## src/source/host_bridge_pkg.sv

```systemverilog
package host_bridge_pkg;

    ////////////////////////////////////////
    // Widths
    ////////////////////////////////////////

    // Full pointer width for a 2^19 byte window
    localparam int ADDR_W = 19;

    // Work memory only decodes the low bits
    localparam int RAM_AW = 11;

    // Auto-increment step
    localparam int INCR_W = 4;

    // Upper pointer bits held in the control byte
    localparam int BANK_W = ADDR_W - 16;

    // Host register index width
    localparam int IDX_W = 3;

    ////////////////////////////////////////
    // Register map
    ////////////////////////////////////////

    localparam logic [IDX_W-1:0] REG_CTRL = 3'd0;
    localparam logic [IDX_W-1:0] REG_MID  = 3'd1;
    localparam logic [IDX_W-1:0] REG_LOW  = 3'd2;
    localparam logic [IDX_W-1:0] REG_DATA = 3'd3;

    // Control byte as seen field by field
    typedef struct packed {
        logic [INCR_W-1:0] incr;
        logic              spare;
        logic [BANK_W-1:0] bank;
    } host_ctrl_fields_t;

    // Same byte either raw on the bus or decoded
    typedef union packed {
        logic [7:0]        raw;
        host_ctrl_fields_t f;
    } host_ctrl_u;

    // One-cycle request from the bus slave
    typedef struct packed {
        logic             valid;
        logic             write;
        logic [IDX_W-1:0] idx;
        logic [7:0]       wdata;
    } host_req_t;

    // Engine state for register readback
    typedef struct packed {
        host_ctrl_u ctrl;
        logic [7:0] mid;
        logic [7:0] low;
        logic [7:0] fetched;
    } reg_view_t;

    // Access towards the work memory
    typedef struct packed {
        logic              strobe;
        logic              write;
        logic [ADDR_W-1:0] addr;
        logic [7:0]        wdata;
    } mem_req_t;

endpackage

```

## src/source/host_bus_slave.sv

```systemverilog
`timescale 1ns/100ps

module host_bus_slave (
    input  logic                            extbus_phy2,
    input  logic                            bm_busy_done,

    // Host side
    input  logic                            cs_n,
    input  logic                            rw_n,
    input  logic [host_bridge_pkg::IDX_W-1:0] a,
    input  logic [7:0]                      d_in,
    output logic [7:0]                      d_out,
    output logic                            d_oe,
    output logic                            rdy,

    // Engine side
    output host_bridge_pkg::host_req_t      req,
    input  host_bridge_pkg::reg_view_t      view,
    input  logic                            fetch_busy
);

    import host_bridge_pkg::*;

    logic             sel_q;
    logic             valid_q;
    logic             write_q;
    logic [IDX_W-1:0] idx_q;
    logic [7:0]       wdata_q;
    logic             sel_edge;
    logic             data_rd_req;
    logic [7:0]       rd_byte;

    ////////////////////////////////////////
    // Selection edge and request capture
    ////////////////////////////////////////

    // First edge that sees chip select low
    assign sel_edge = ~cs_n & ~sel_q;

    always_ff @(posedge extbus_phy2 or posedge bm_busy_done) begin
        if (bm_busy_done) begin
            sel_q   <= 1'b0;
            valid_q <= 1'b0;
        end else begin
            sel_q   <= ~cs_n;
            // Single pulse per selection
            valid_q <= sel_edge;
        end
    end

    // Host keeps a, rw_n and data stable while selected
    always_ff @(posedge extbus_phy2) begin
        if (sel_edge) begin
            write_q <= ~rw_n;
            idx_q   <= a;
            wdata_q <= d_in;
        end
    end

    assign req = '{valid: valid_q, write: write_q, idx: idx_q, wdata: wdata_q};

    ////////////////////////////////////////
    // Readback
    ////////////////////////////////////////

    // Follows the address directly and upper indices read zero
    always_comb begin
        case (a)
            REG_CTRL: rd_byte = view.ctrl.raw;
            REG_MID:  rd_byte = view.mid;
            REG_LOW:  rd_byte = view.low;
            REG_DATA: rd_byte = view.fetched;
            default:  rd_byte = 8'h00;
        endcase
    end

    assign d_out = rd_byte;
    assign d_oe  = ~cs_n & rw_n;

    ////////////////////////////////////////
    // Ready
    ////////////////////////////////////////

    // Data-port read about to start a fetch
    assign data_rd_req = req.valid & ~req.write & (req.idx == REG_DATA);

    // Hold the host off until the fetched byte lands
    assign rdy = ~(~cs_n & (data_rd_req | fetch_busy));

    // Requests are single cycle
    a_req_single: assert property (
        @(posedge extbus_phy2) disable iff (bm_busy_done)
        req.valid |=> !req.valid
    );

    // A write request never sees the data bus driven
    a_no_oe_on_write: assert property (
        @(posedge extbus_phy2) disable iff (bm_busy_done)
        (req.valid && req.write) |-> !d_oe
    );

endmodule

```

## config.mk

```make
export PLATFORM = sky130hd
export DESIGN_NAME = host_bus_slave
export DESIGN_NICKNAME = d
export VERILOG_FILES = /design/src/source/host_bridge_pkg.sv /design/src/source/host_bus_slave.sv
export SDC_FILE = /design/constraint.sdc
export NUM_CORES = 1
export LEC_CHECK = 0
export ABC_AREA = 1
export BUFFER_PORTS_ARGS = -buffer_cell sky130_fd_sc_hd__buf_2
export CAP_MARGIN = 20
export CORE_MARGIN = 4
export CORE_UTILIZATION = 37
export CTS_BUF_LIST = sky130_fd_sc_hd__clkbuf_4 sky130_fd_sc_hd__clkbuf_8
export CTS_CLUSTER_SIZE = 8
export DETAILED_ROUTE_END_ITERATION = 10
export PLACE_DENSITY = 0.78
export RECOVER_POWER = 25
export SKIP_LAST_GASP = 1
export SYNTH_ARGS = -nofsm -noshare
export SYNTH_HDL_FRONTEND = slang
export SYNTH_SLANG_ARGS = --single-unit
export TNS_END_PERCENT = 100
```

## constraint.sdc

```tcl
create_clock -name extbus_phy2 -period 1.2 [get_ports extbus_phy2]
set_input_delay 0.24 -clock extbus_phy2 [delete_from_list [all_inputs] [get_ports extbus_phy2]]
set_output_delay 0.24 -clock extbus_phy2 [all_outputs]
set_load 0.01 [all_outputs]
```

==> impl_metrics.json <==
{
  "r2r-end": "write_q",
  "synth_edf_count": 12,
  "seq_area_um2": 410,
  "wl_mm": 2.52,
  "drtIter0Drc": 21,
  "dieArea_mm2": 0.00333,
  "grt_pass1_vias": 991,
  "h-tree-depth": 1,
  "reg2reg_from": "sel_q",
  "synth_seq_area_share": 0.449,
  "status": "finished with violations",
  "cts_inserted_buffers": 3,
  "pwr_density_cell_mw_per_mm2": 801,
  "slew_violations": 0,
  "cap_viol_max_count": 0,
  "synth_most_common_cell": "nand2_1",
  "hold_violations": 0,
  "worst_slack_ns": -0.159,
  "gp_congestion": 0.795,
  "grt_max_degree": 17,
  "worst-path-buf-inv": 1,
  "critPathLaunch": "idx_q[2]",
  "async_reset_ff_frac": 0.143,
  "die_x_um": 57.7,
  "hold_end": "wdata_q[5]",
  "fillers": 184,
  "hold_start": "d_in[5]",
  "setup_violations": 3,
  "grt_antenna_before_repair": 0,
  "post-dp-hpwl_mm": 2.01,
  "fin_cells": 211,
  "pin_count": 71,
  "fin_skew_ns": 0.00140,
  "nets": 232,
  "violations": "negative setup slack",
  "clk_path_buf_depth": 2,
  "final_layout_size_suffix_gt1_frac": 0.546,
  "netlist_area_um2": 915,
  "worst-setup-path-type": "flop to output pin",
  "yosysTopAreaCellShare": 0.394,
  "start_util": 0.402,
  "clk_pin_slew_ns": 0.07,
  "min_period_ns": 1.36,
  "cts_tree": "yes",
  "drtPass1Iterations": 4,
  "required_ns": 0.96,
  "syn-instance-count": 108,
  "max_stage_delay_ns": 0.37,
  "routedWlPerCell_um": 12.0,
  "dp.cells": 204,
  "rr_worst_depth": 2,
  "grt_usage": 0.151,
  "grt_pass1_wl_mm": 4.05,
  "diodes": 0,
  "overflow": 0,
  "ff2ff_setup_slack_ns": 0.26,
  "clock_latency_ns": 0.26,
  "cp_top_family": "flip-flops",
  "vias": 1006,
  "drcViolationCount": 0,
  "dominantRegCellSynth": "edfxtp_1",
  "start_kind": "flop",
  "synth_largest_area_cell": "edfxtp_1",
  "die_h_um": 57.7,
  "avgViaCountPerCell": 4.77,
  "synthTopCellsByCount": "nand2_1 (26), inv_1 (17), nand4_1 (16)",
  "synth_fp_nets": 156,
  "port_buffers": 70,
  "ant_nets": 0,
  "holdCritPathClass": "input pin to flop",
  "synth.distinct_cells": 16,
  "period_share": 1.13,
  "endpoint_kind": "output pin",
  "ys_ff_latch": 14,
  "worst_pin_slew_ns": 0.162,
  "multiInputGateArea_um2": 392,
  "rows": 17,
  "peakVddDrop_mv": 0.402,
  "leakage_nw": 0.772,
  "ys_top_cells_by_area": "edfxtp_1 (39%), nand4_1 (11%), nand2_1 (11%), nand3_1 (7.1%), inv_1 (7.0%)",
  "slew-limit-headroom": 0.892,
  "rsz0062_at_grt": "yes",
  "yosysWarnings": 0,
  "core_mm2": 0.00228,
  "worstPathArrival_ns": 1.12,
  "max_freq_ghz": 0.736,
  "numClockSinks": 14,
  "setup_tns_ns": -0.185,
  "syn_to_final_growth_pct": 60.2,
  "path_max_fanout": 2,
  "cts_root_buf": "clkbuf_4",
  "cp_slowest_cell": "edfxtp_1",
  "min_path_cells": 1,
  "crit_chain": "nand3b_1 > o21bai_1 > nand2_1 > buf_2",
  "synth_area_per_cell_um2": 8.47
}
==> registers in the layout, indices dropped and copies added (netlist names) <==
name	cells
wdata_q	8
idx_q	3
sel_q	1
valid_q	1
write_q	1
==> how the worst max path moves through the flow <==
| stage | endpoint | slack (ns) | cells after the start |
|---|---|---|---|
| 2_1_floorplan | d_out[1] | 0.08 | 7 |
| 3_3_place_gp | d_out[1] | -0.07 | 7 |
| 3_5_place_dp | d_out[6] | -0.11 | 7 |
| 4_1_cts | rdy | -0.17 | 4 |
| 5_1_grt | rdy | -0.24 | 4 |
| 6_report | rdy | -0.16 | 4 |
==> stage by stage <==
stage | power, W | hold WS (ns) | util | worst slack (ns) | instance area (µm²)
2_1_floorplan | 0.000715 | -0.0188 | - | 0.0835 | 917
4_1_cts | 0.00116 | 0.142 | 0.612 | -0.170 | 1390
3_3_place_gp | 0.000853 | 0.0906 | 0.568 | -0.0729 | 1290
3_5_place_dp | 0.000859 | 0.0935 | 0.568 | -0.105 | 1290
5_1_grt | 0.00126 | 0.123 | 0.644 | -0.243 | 1470
6_report | 0.00117 | 0.150 | 0.644 | -0.159 | 1470
==> power by group <==
part	switching [W]	total, W	internal, W
logic	0.000171	0.000338	0.000167
registers	0.00000616	0.000558	0.000552
clock network	0.000126	0.000277	0.000151
total	0.000304	0.00117	0.000870
==> cell type report <==
class / count / area share
multi-input combinational: 64 / 0.267
inverter: 22 / 0.0666
tap: 28 / 0.0239
clock buffer: 4 / 0.0205
timing repair buffer: 79 / 0.342
sequential: 14 / 0.280
==> metal layers <==
layer / track usage / vias to the layer above / share of wire
li1: - / 509 / -
met1: 0.181 / 420 / 0.40
met2: 0.258 / 73 / 0.45
met3: 0.0423 / 4 / 0.13
met4: 0.0530 / 0 / 0.0091
met5: 0 / - / 0
==> what timing repair did <==
action                                 CTS  global route
setup endpoints to repair                9             9
resized for setup                       13            16
buffers inserted                         0             1
pin swaps                                6            20
hold buffers                             1             0
endpoints found under the hold margin    2             0
cloned                                   1             0
==> cell usage in the layout, fill, tap and decap left out <==
cell type / count
buf_2: 66
nand2_1: 25
inv_1: 17
nand4_1: 16
edfxtp_1: 12
nand3_2: 11
nand3_1: 5
buf_12: 5
clkbuf_4: 4
buf_6: 3
buf_4: 3
inv_8: 2
inv_2: 2
dfrtp_1: 2
nor2_8: 1
nand2_2: 1
clkinv_1: 1
nor2_1: 1
nor2_2: 1
nand3b_1: 1
o21bai_1: 1
nor2_4: 1
dlygate4sd3_1: 1
clkbuf_1: 1
==> logic make-up (layout without fill, tap and decap cells) <==
family / count (synthesis) / in the layout / share of synthesized area
compound gates: 1 / 1 / 0.00821
buf+inv: 31 / 105 / 0.185
flops: 14 / 14 / 0.449
simple gates: 62 / 63 / 0.358
Power figures use the tool's default switching activity.
