### src/source/host_bridge_pkg.sv
package host_bridge_pkg;

    ////////////////////////////////////////
    // Widths
    ////////////////////////////////////////

    // Full pointer width for a 2^19 byte window
    localparam int ADDR_W = 19;

    // Work memory only decodes the low bits
    localparam int RAM_AW = 11;

    // Auto-increment step
    localparam int INCR_W = 4;

    // Upper pointer bits held in the control byte
    localparam int BANK_W = ADDR_W - 16;

    // Host register index width
    localparam int IDX_W = 3;

    ////////////////////////////////////////
    // Register map
    ////////////////////////////////////////

    localparam logic [IDX_W-1:0] REG_CTRL = 3'd0;
    localparam logic [IDX_W-1:0] REG_MID  = 3'd1;
    localparam logic [IDX_W-1:0] REG_LOW  = 3'd2;
    localparam logic [IDX_W-1:0] REG_DATA = 3'd3;

    // Control byte as seen field by field
    typedef struct packed {
        logic [INCR_W-1:0] incr;
        logic              spare;
        logic [BANK_W-1:0] bank;
    } host_ctrl_fields_t;

    // Same byte either raw on the bus or decoded
    typedef union packed {
        logic [7:0]        raw;
        host_ctrl_fields_t f;
    } host_ctrl_u;

    // One-cycle request from the bus slave
    typedef struct packed {
        logic             valid;
        logic             write;
        logic [IDX_W-1:0] idx;
        logic [7:0]       wdata;
    } host_req_t;

    // Engine state for register readback
    typedef struct packed {
        host_ctrl_u ctrl;
        logic [7:0] mid;
        logic [7:0] low;
        logic [7:0] fetched;
    } reg_view_t;

    // Access towards the work memory
    typedef struct packed {
        logic              strobe;
        logic              write;
        logic [ADDR_W-1:0] addr;
        logic [7:0]        wdata;
    } mem_req_t;

endpackage

### src/source/pointer_engine.sv
`timescale 1ns/100ps

module pointer_engine (
    input  logic                       extbus_phy2,
    input  logic                       bm_busy_done,

    input  host_bridge_pkg::host_req_t req,
    output host_bridge_pkg::reg_view_t view,
    output logic                       fetch_busy,

    // Work memory port
    output host_bridge_pkg::mem_req_t  mem,
    input  logic [7:0]                 rdata
);

    import host_bridge_pkg::*;

    // Incoming byte decoded as a control word
    host_ctrl_u        wr_ctrl;
    host_ctrl_u        view_ctrl;

    logic [INCR_W-1:0] incr_q;
    logic [ADDR_W-1:0] ptr_q;
    logic [7:0]        fetched_q;
    logic              busy_q;
    logic              rd_pend_q;
    logic              strobe_q;
    logic              write_q;
    logic [ADDR_W-1:0] acc_addr_q;
    logic [7:0]        acc_wdata_q;
    logic              data_req;
    logic              data_rd;

    assign wr_ctrl.raw = req.wdata;

    assign data_req = req.valid & (req.idx == REG_DATA);
    assign data_rd  = data_req & ~req.write;

    ////////////////////////////////////////
    // Registers, pointer and fetch tracking
    ////////////////////////////////////////

    always_ff @(posedge extbus_phy2 or posedge bm_busy_done) begin
        if (bm_busy_done) begin
            incr_q    <= '0;
            ptr_q     <= '0;
            fetched_q <= '0;
            busy_q    <= 1'b0;
            rd_pend_q <= 1'b0;
            strobe_q  <= 1'b0;
            write_q   <= 1'b0;
        end else begin
            // Memory access goes out one edge after the request
            strobe_q  <= data_req;
            write_q   <= data_req & req.write;

            // RAM registers its output on the next edge
            rd_pend_q <= strobe_q & ~write_q;

            // Busy from issue until the byte is captured
            busy_q    <= data_rd | (busy_q & ~rd_pend_q);

            if (rd_pend_q) begin
                fetched_q <= rdata;
            end

            if (req.valid && req.write) begin
                case (req.idx)
                    REG_CTRL: begin
                        incr_q               <= wr_ctrl.f.incr;
                        ptr_q[ADDR_W-1:16]   <= wr_ctrl.f.bank;
                    end
                    REG_MID: ptr_q[15:8] <= req.wdata;
                    REG_LOW: ptr_q[7:0]  <= req.wdata;
                    default: ;
                endcase
            end

            // Step wraps modulo 2^19
            if (data_req) begin
                ptr_q <= ptr_q + ADDR_W'(incr_q);
            end
        end
    end

    // Access address and write byte latched with the strobe
    always_ff @(posedge extbus_phy2) begin
        if (data_req) begin
            acc_addr_q  <= ptr_q;
            acc_wdata_q <= req.wdata;
        end
    end

    assign mem = '{strobe: strobe_q, write: write_q, addr: acc_addr_q, wdata: acc_wdata_q};

    ////////////////////////////////////////
    // Readback view
    ////////////////////////////////////////

    always_comb begin
        view_ctrl.f.incr  = incr_q;
        view_ctrl.f.spare = 1'b0;
        view_ctrl.f.bank  = ptr_q[ADDR_W-1:16];
    end

    assign view = '{ctrl: view_ctrl, mid: ptr_q[15:8], low: ptr_q[7:0], fetched: fetched_q};

    assign fetch_busy = busy_q;

    // Host must wait on rdy before the next access
    a_no_req_while_busy: assert property (
        @(posedge extbus_phy2) disable iff (bm_busy_done)
        req.valid |-> !fetch_busy
    );

endmodule

### config.mk
export PLATFORM = sky130hd
export DESIGN_NAME = pointer_engine
export DESIGN_NICKNAME = d
export VERILOG_FILES = /design/src/source/host_bridge_pkg.sv /design/src/source/pointer_engine.sv
export SDC_FILE = /design/constraint.sdc
export NUM_CORES = 1
export LEC_CHECK = 0
export ABC_AREA = 1
export BUFFER_PORTS_ARGS = -buffer_cell sky130_fd_sc_hd__buf_2
export CAP_MARGIN = 40
export CORE_ASPECT_RATIO = 0.9
export CORE_MARGIN = 1
export CORE_UTILIZATION = 46
export DETAILED_ROUTE_END_ITERATION = 12
export GPL_TIMING_DRIVEN = 0
export PLACE_DENSITY_LB_ADDON = 0.1
export SKIP_LAST_GASP = 1
export SLEW_MARGIN = 20
export SYNTH_ARGS = -nofsm -noshare
export SYNTH_HDL_FRONTEND = slang
export SYNTH_SLANG_ARGS = --single-unit
export TNS_END_PERCENT = 30
### constraint.sdc
create_clock -name extbus_phy2 -period 3.53 [get_ports extbus_phy2]
set_clock_uncertainty 0.05 [all_clocks]
set_input_delay 0.5295 -clock extbus_phy2 [delete_from_list [all_inputs] [get_ports extbus_phy2]]
set_output_delay 0.5295 -clock extbus_phy2 [all_outputs]
set_load 0.02 [all_outputs]
==> reports/metrics.cfg <==
[detailed_routing]
drt_iter0_drc = 214
vias = 2463
viasPerCell = 4.966
drc = 0
ant_nets = 0
wl_mm = 6.706
first_pass_iters = 4
wl_per_cell_microns = 13.52

[synth]
ys_types = 41
synth_top_cell_area_share_pct = 29.34
syn_nets = 337
yosys.area.top_type = dfrtp_1
synth-xor-area-share_pct = 0.2934
yosysSeqAreaShare_pct = 56.50
postSynthAreaPerCell_sq_um = 9.661
yosysMostFrequentCell = nand2_1
synth_fa_ha_area_share_pct = 2.347
syn_inst = 309
synth_compound_area_share_pct = 6.287
ys_ff_latch = 62
synthTopCellsByArea = dfrtp_1 (29%), edfxtp_1 (27%), nand2_1 (7.8%)
synthSimpleGateAreaFrac_pct = 24.02
synthMuxAreaShare_pct = 3.018
yosysWarnings = 0
syn_area_sq_um = 2985
synth_top_family_by_area = simple AND/OR/NAND/NOR gates
async_reset_ff_share_pct = 56.45
synth_ff_type = dfrtp_1
synth_edf_count = 27
synth_commonest_cells = nand2_1 (62), nor2_1 (37), dfrtp_1 (35), inv_1 (35), nand3_1 (32)

[clock_tree]
clkSinkCount = 62
cts_tree = done
clk_latency_ns = 0.35
clk_transition_reported_paths_ns = 0.07
cts-buffers-inserted = 9
clock-root-buffer = clkbuf_8
cts_resized = 0
htreeDepth = 3
cts_setup_buffers = 0
max-clock-path-buffers = 2
cts_hold_buf = 0

[global_route]
grt_max_degree = 38
grt_pass1_vias = 2245
grt_pass1_wl_mm = 10.93
gr-total-overflow = 0
grt.total_usage_pct = 22.00
antenna_found_initial = 0

[placement]
dp_hpwl_mm = 4.878
postPlaceCellArea_sq_um = 3530
io_buffer_count = 83
globalplace.congestion = 0.8810

[timing]
final_hold_viol_count = 0
fmax_mhz = 476.1
final.setup.tns_ns = 0
grt_setup_unrepaired = no
finalHoldWorstSlack_ns = 0.07095
setup_viol = 0
min_period_over_period_pct = 59.50
maxSlewViolCount = 0
fin_crit_ns = 2.100

[die]
io_pins = 85
start_util_pct = 48.29
die_w_microns = 86.92
dieArea_sq_um = 6816
core_region_area_sq_um = 6182
rows = 27
chipHeight_microns = 78.43

[setup_path]
worstPathArrival_ns = 2.28
worstPathRequired_ns = 3.71
critPathMaxFanout = 6
startpoint_type = register
endpoint_kind = register
path_class = reg -> reg

[finish]
layout.nets = 432
fin_area_sq_um = 3736
syn2layout_area_growth_pct = 25.15
drive_above_1_share_pct = 33.50
final_util_pct = 60.43
insertedDiodeCount = 0

[power_and_ir_drop]
p_leak_uw = 0.001767
power_density_nw_per_um2 = 599.0
ir_drop_v = 0.0004165

[job]
drv_cap = 0

[outcome]
status = completed

[worst_hold_path]
hold_path_class = in -> async

## power breakdown
group	switching (uW)	internal (uW)	total [uW]	leakage, uW
Combinational	394	217	610	0.00100
Clock	296	350	646	0.000103
Sequential	115	866	981	0.000663
## layout by cell type (no fill, tap or decap), types with 2 or more instances in the layout
| cell | netlist | final |
|---|---|---|
| a21oi_1 | 10 | 10 |
| a22oi_1 | 2 | 2 |
| a31oi_1 | 3 | 3 |
| buf_2 | 0 | 83 |
| buf_4 | 4 | 4 |
| buf_6 | 2 | 2 |
| clkbuf_8 | 0 | 10 |
| dfrtp_1 | 35 | 35 |
| edfxtp_1 | 27 | 27 |
| ha_1 | 4 | 4 |
| inv_1 | 35 | 34 |
| inv_2 | 5 | 6 |
| inv_6 | 1 | 3 |
| mux2_2 | 8 | 8 |
| nand2_1 | 62 | 62 |
| nand2_2 | 3 | 3 |
| nand3_1 | 32 | 32 |
| nand4_1 | 5 | 5 |
| nor2_1 | 37 | 37 |
| nor2_4 | 2 | 2 |
| nor3_1 | 2 | 2 |
| o21ai_0 | 7 | 7 |
| o21ai_1 | 2 | 2 |
| or2_2 | 2 | 2 |
## sequential cells by signal, indices dropped and copies added (netlist names)
register / count
incr_q: 4
acc_wdata_q: 8
acc_addr_q: 19
rd_pend_q: 1
fetch_busy: 1
write_q: 1
fetched_q: 8
ptr_q: 19
strobe_q: 1
## cells by family after synthesis
group,Yosys count
mux,8
other cells,1
flops,62
buf+inv,49
fa+ha+maj,5
compound gates,30
simple gates,153
xor+xnor,1
## area by class of cell
class                      instances  area (sq um)
clock buffer                      10         137.6
fill                             575          2446
multi-input combinational        198          1077
inverter                          42         165.2
timing repair buffer              84         435.4
buffer                             7         56.30
sequential                        62          1687
clock inverter                     6         68.82
tap                               87         108.9
## routing by layer
layer  vias up  track usage (%)  wire, microns
met5         -                0              0
met2        94            33.86           3081
met1      1148            30.02           3085
li1       1213                -              -
met4         0            8.167            100
met3         8            5.468            439
## stage by stage
step / total power (uW) / std cells / setup WS [ns]
detailed placement: 1606 / 480 / 1.456
global route: 2373 / 496 / 1.257
global placement: 1591 / 479 / 1.499
CTS: 2253 / 496 / 1.433
floorplan: 1399 / 309 / 1.580
finish: 2238 / 496 / 1.430
## final timing paths
path / from / to / slack (ns) / cells past startpoint
max: ptr_q[0]$_DFFE_PP0P_ / ptr_q[16]$_DFFE_PP0P_ / 1.43 / 11
min: bm_busy_done / ptr_q[1]$_DFFE_PP0P_ / 0.07 / 2
max reg2reg: ptr_q[0]$_DFFE_PP0P_ / ptr_q[16]$_DFFE_PP0P_ / 1.43 / 11
min reg2reg: write_q$_DFF_PP0_ / rd_pend_q$_DFF_PP0_ / 0.37 / 1
max in group asynchronous: bm_busy_done / ptr_q[13]$_DFFE_PP0P_ / 2.93 / 3
min in group extbus_phy2: req[5] / acc_wdata_q[5]$_DFFE_PP_ / 0.32 / 1
## worst max-delay path, stage by stage, from the launching register on
cell and delay, ns:
dfrtp_1 0.40, ha_1 0.18, inv_1 0.06, fa_1 0.36
inv_1 0.09, nand3_1 0.07, nand2_1 0.21, inv_1 0.12
nor2_1 0.16, nand3_1 0.09, nand3_1 0.12, nand3_1 0.08
(Power assumes the default switching activity.)
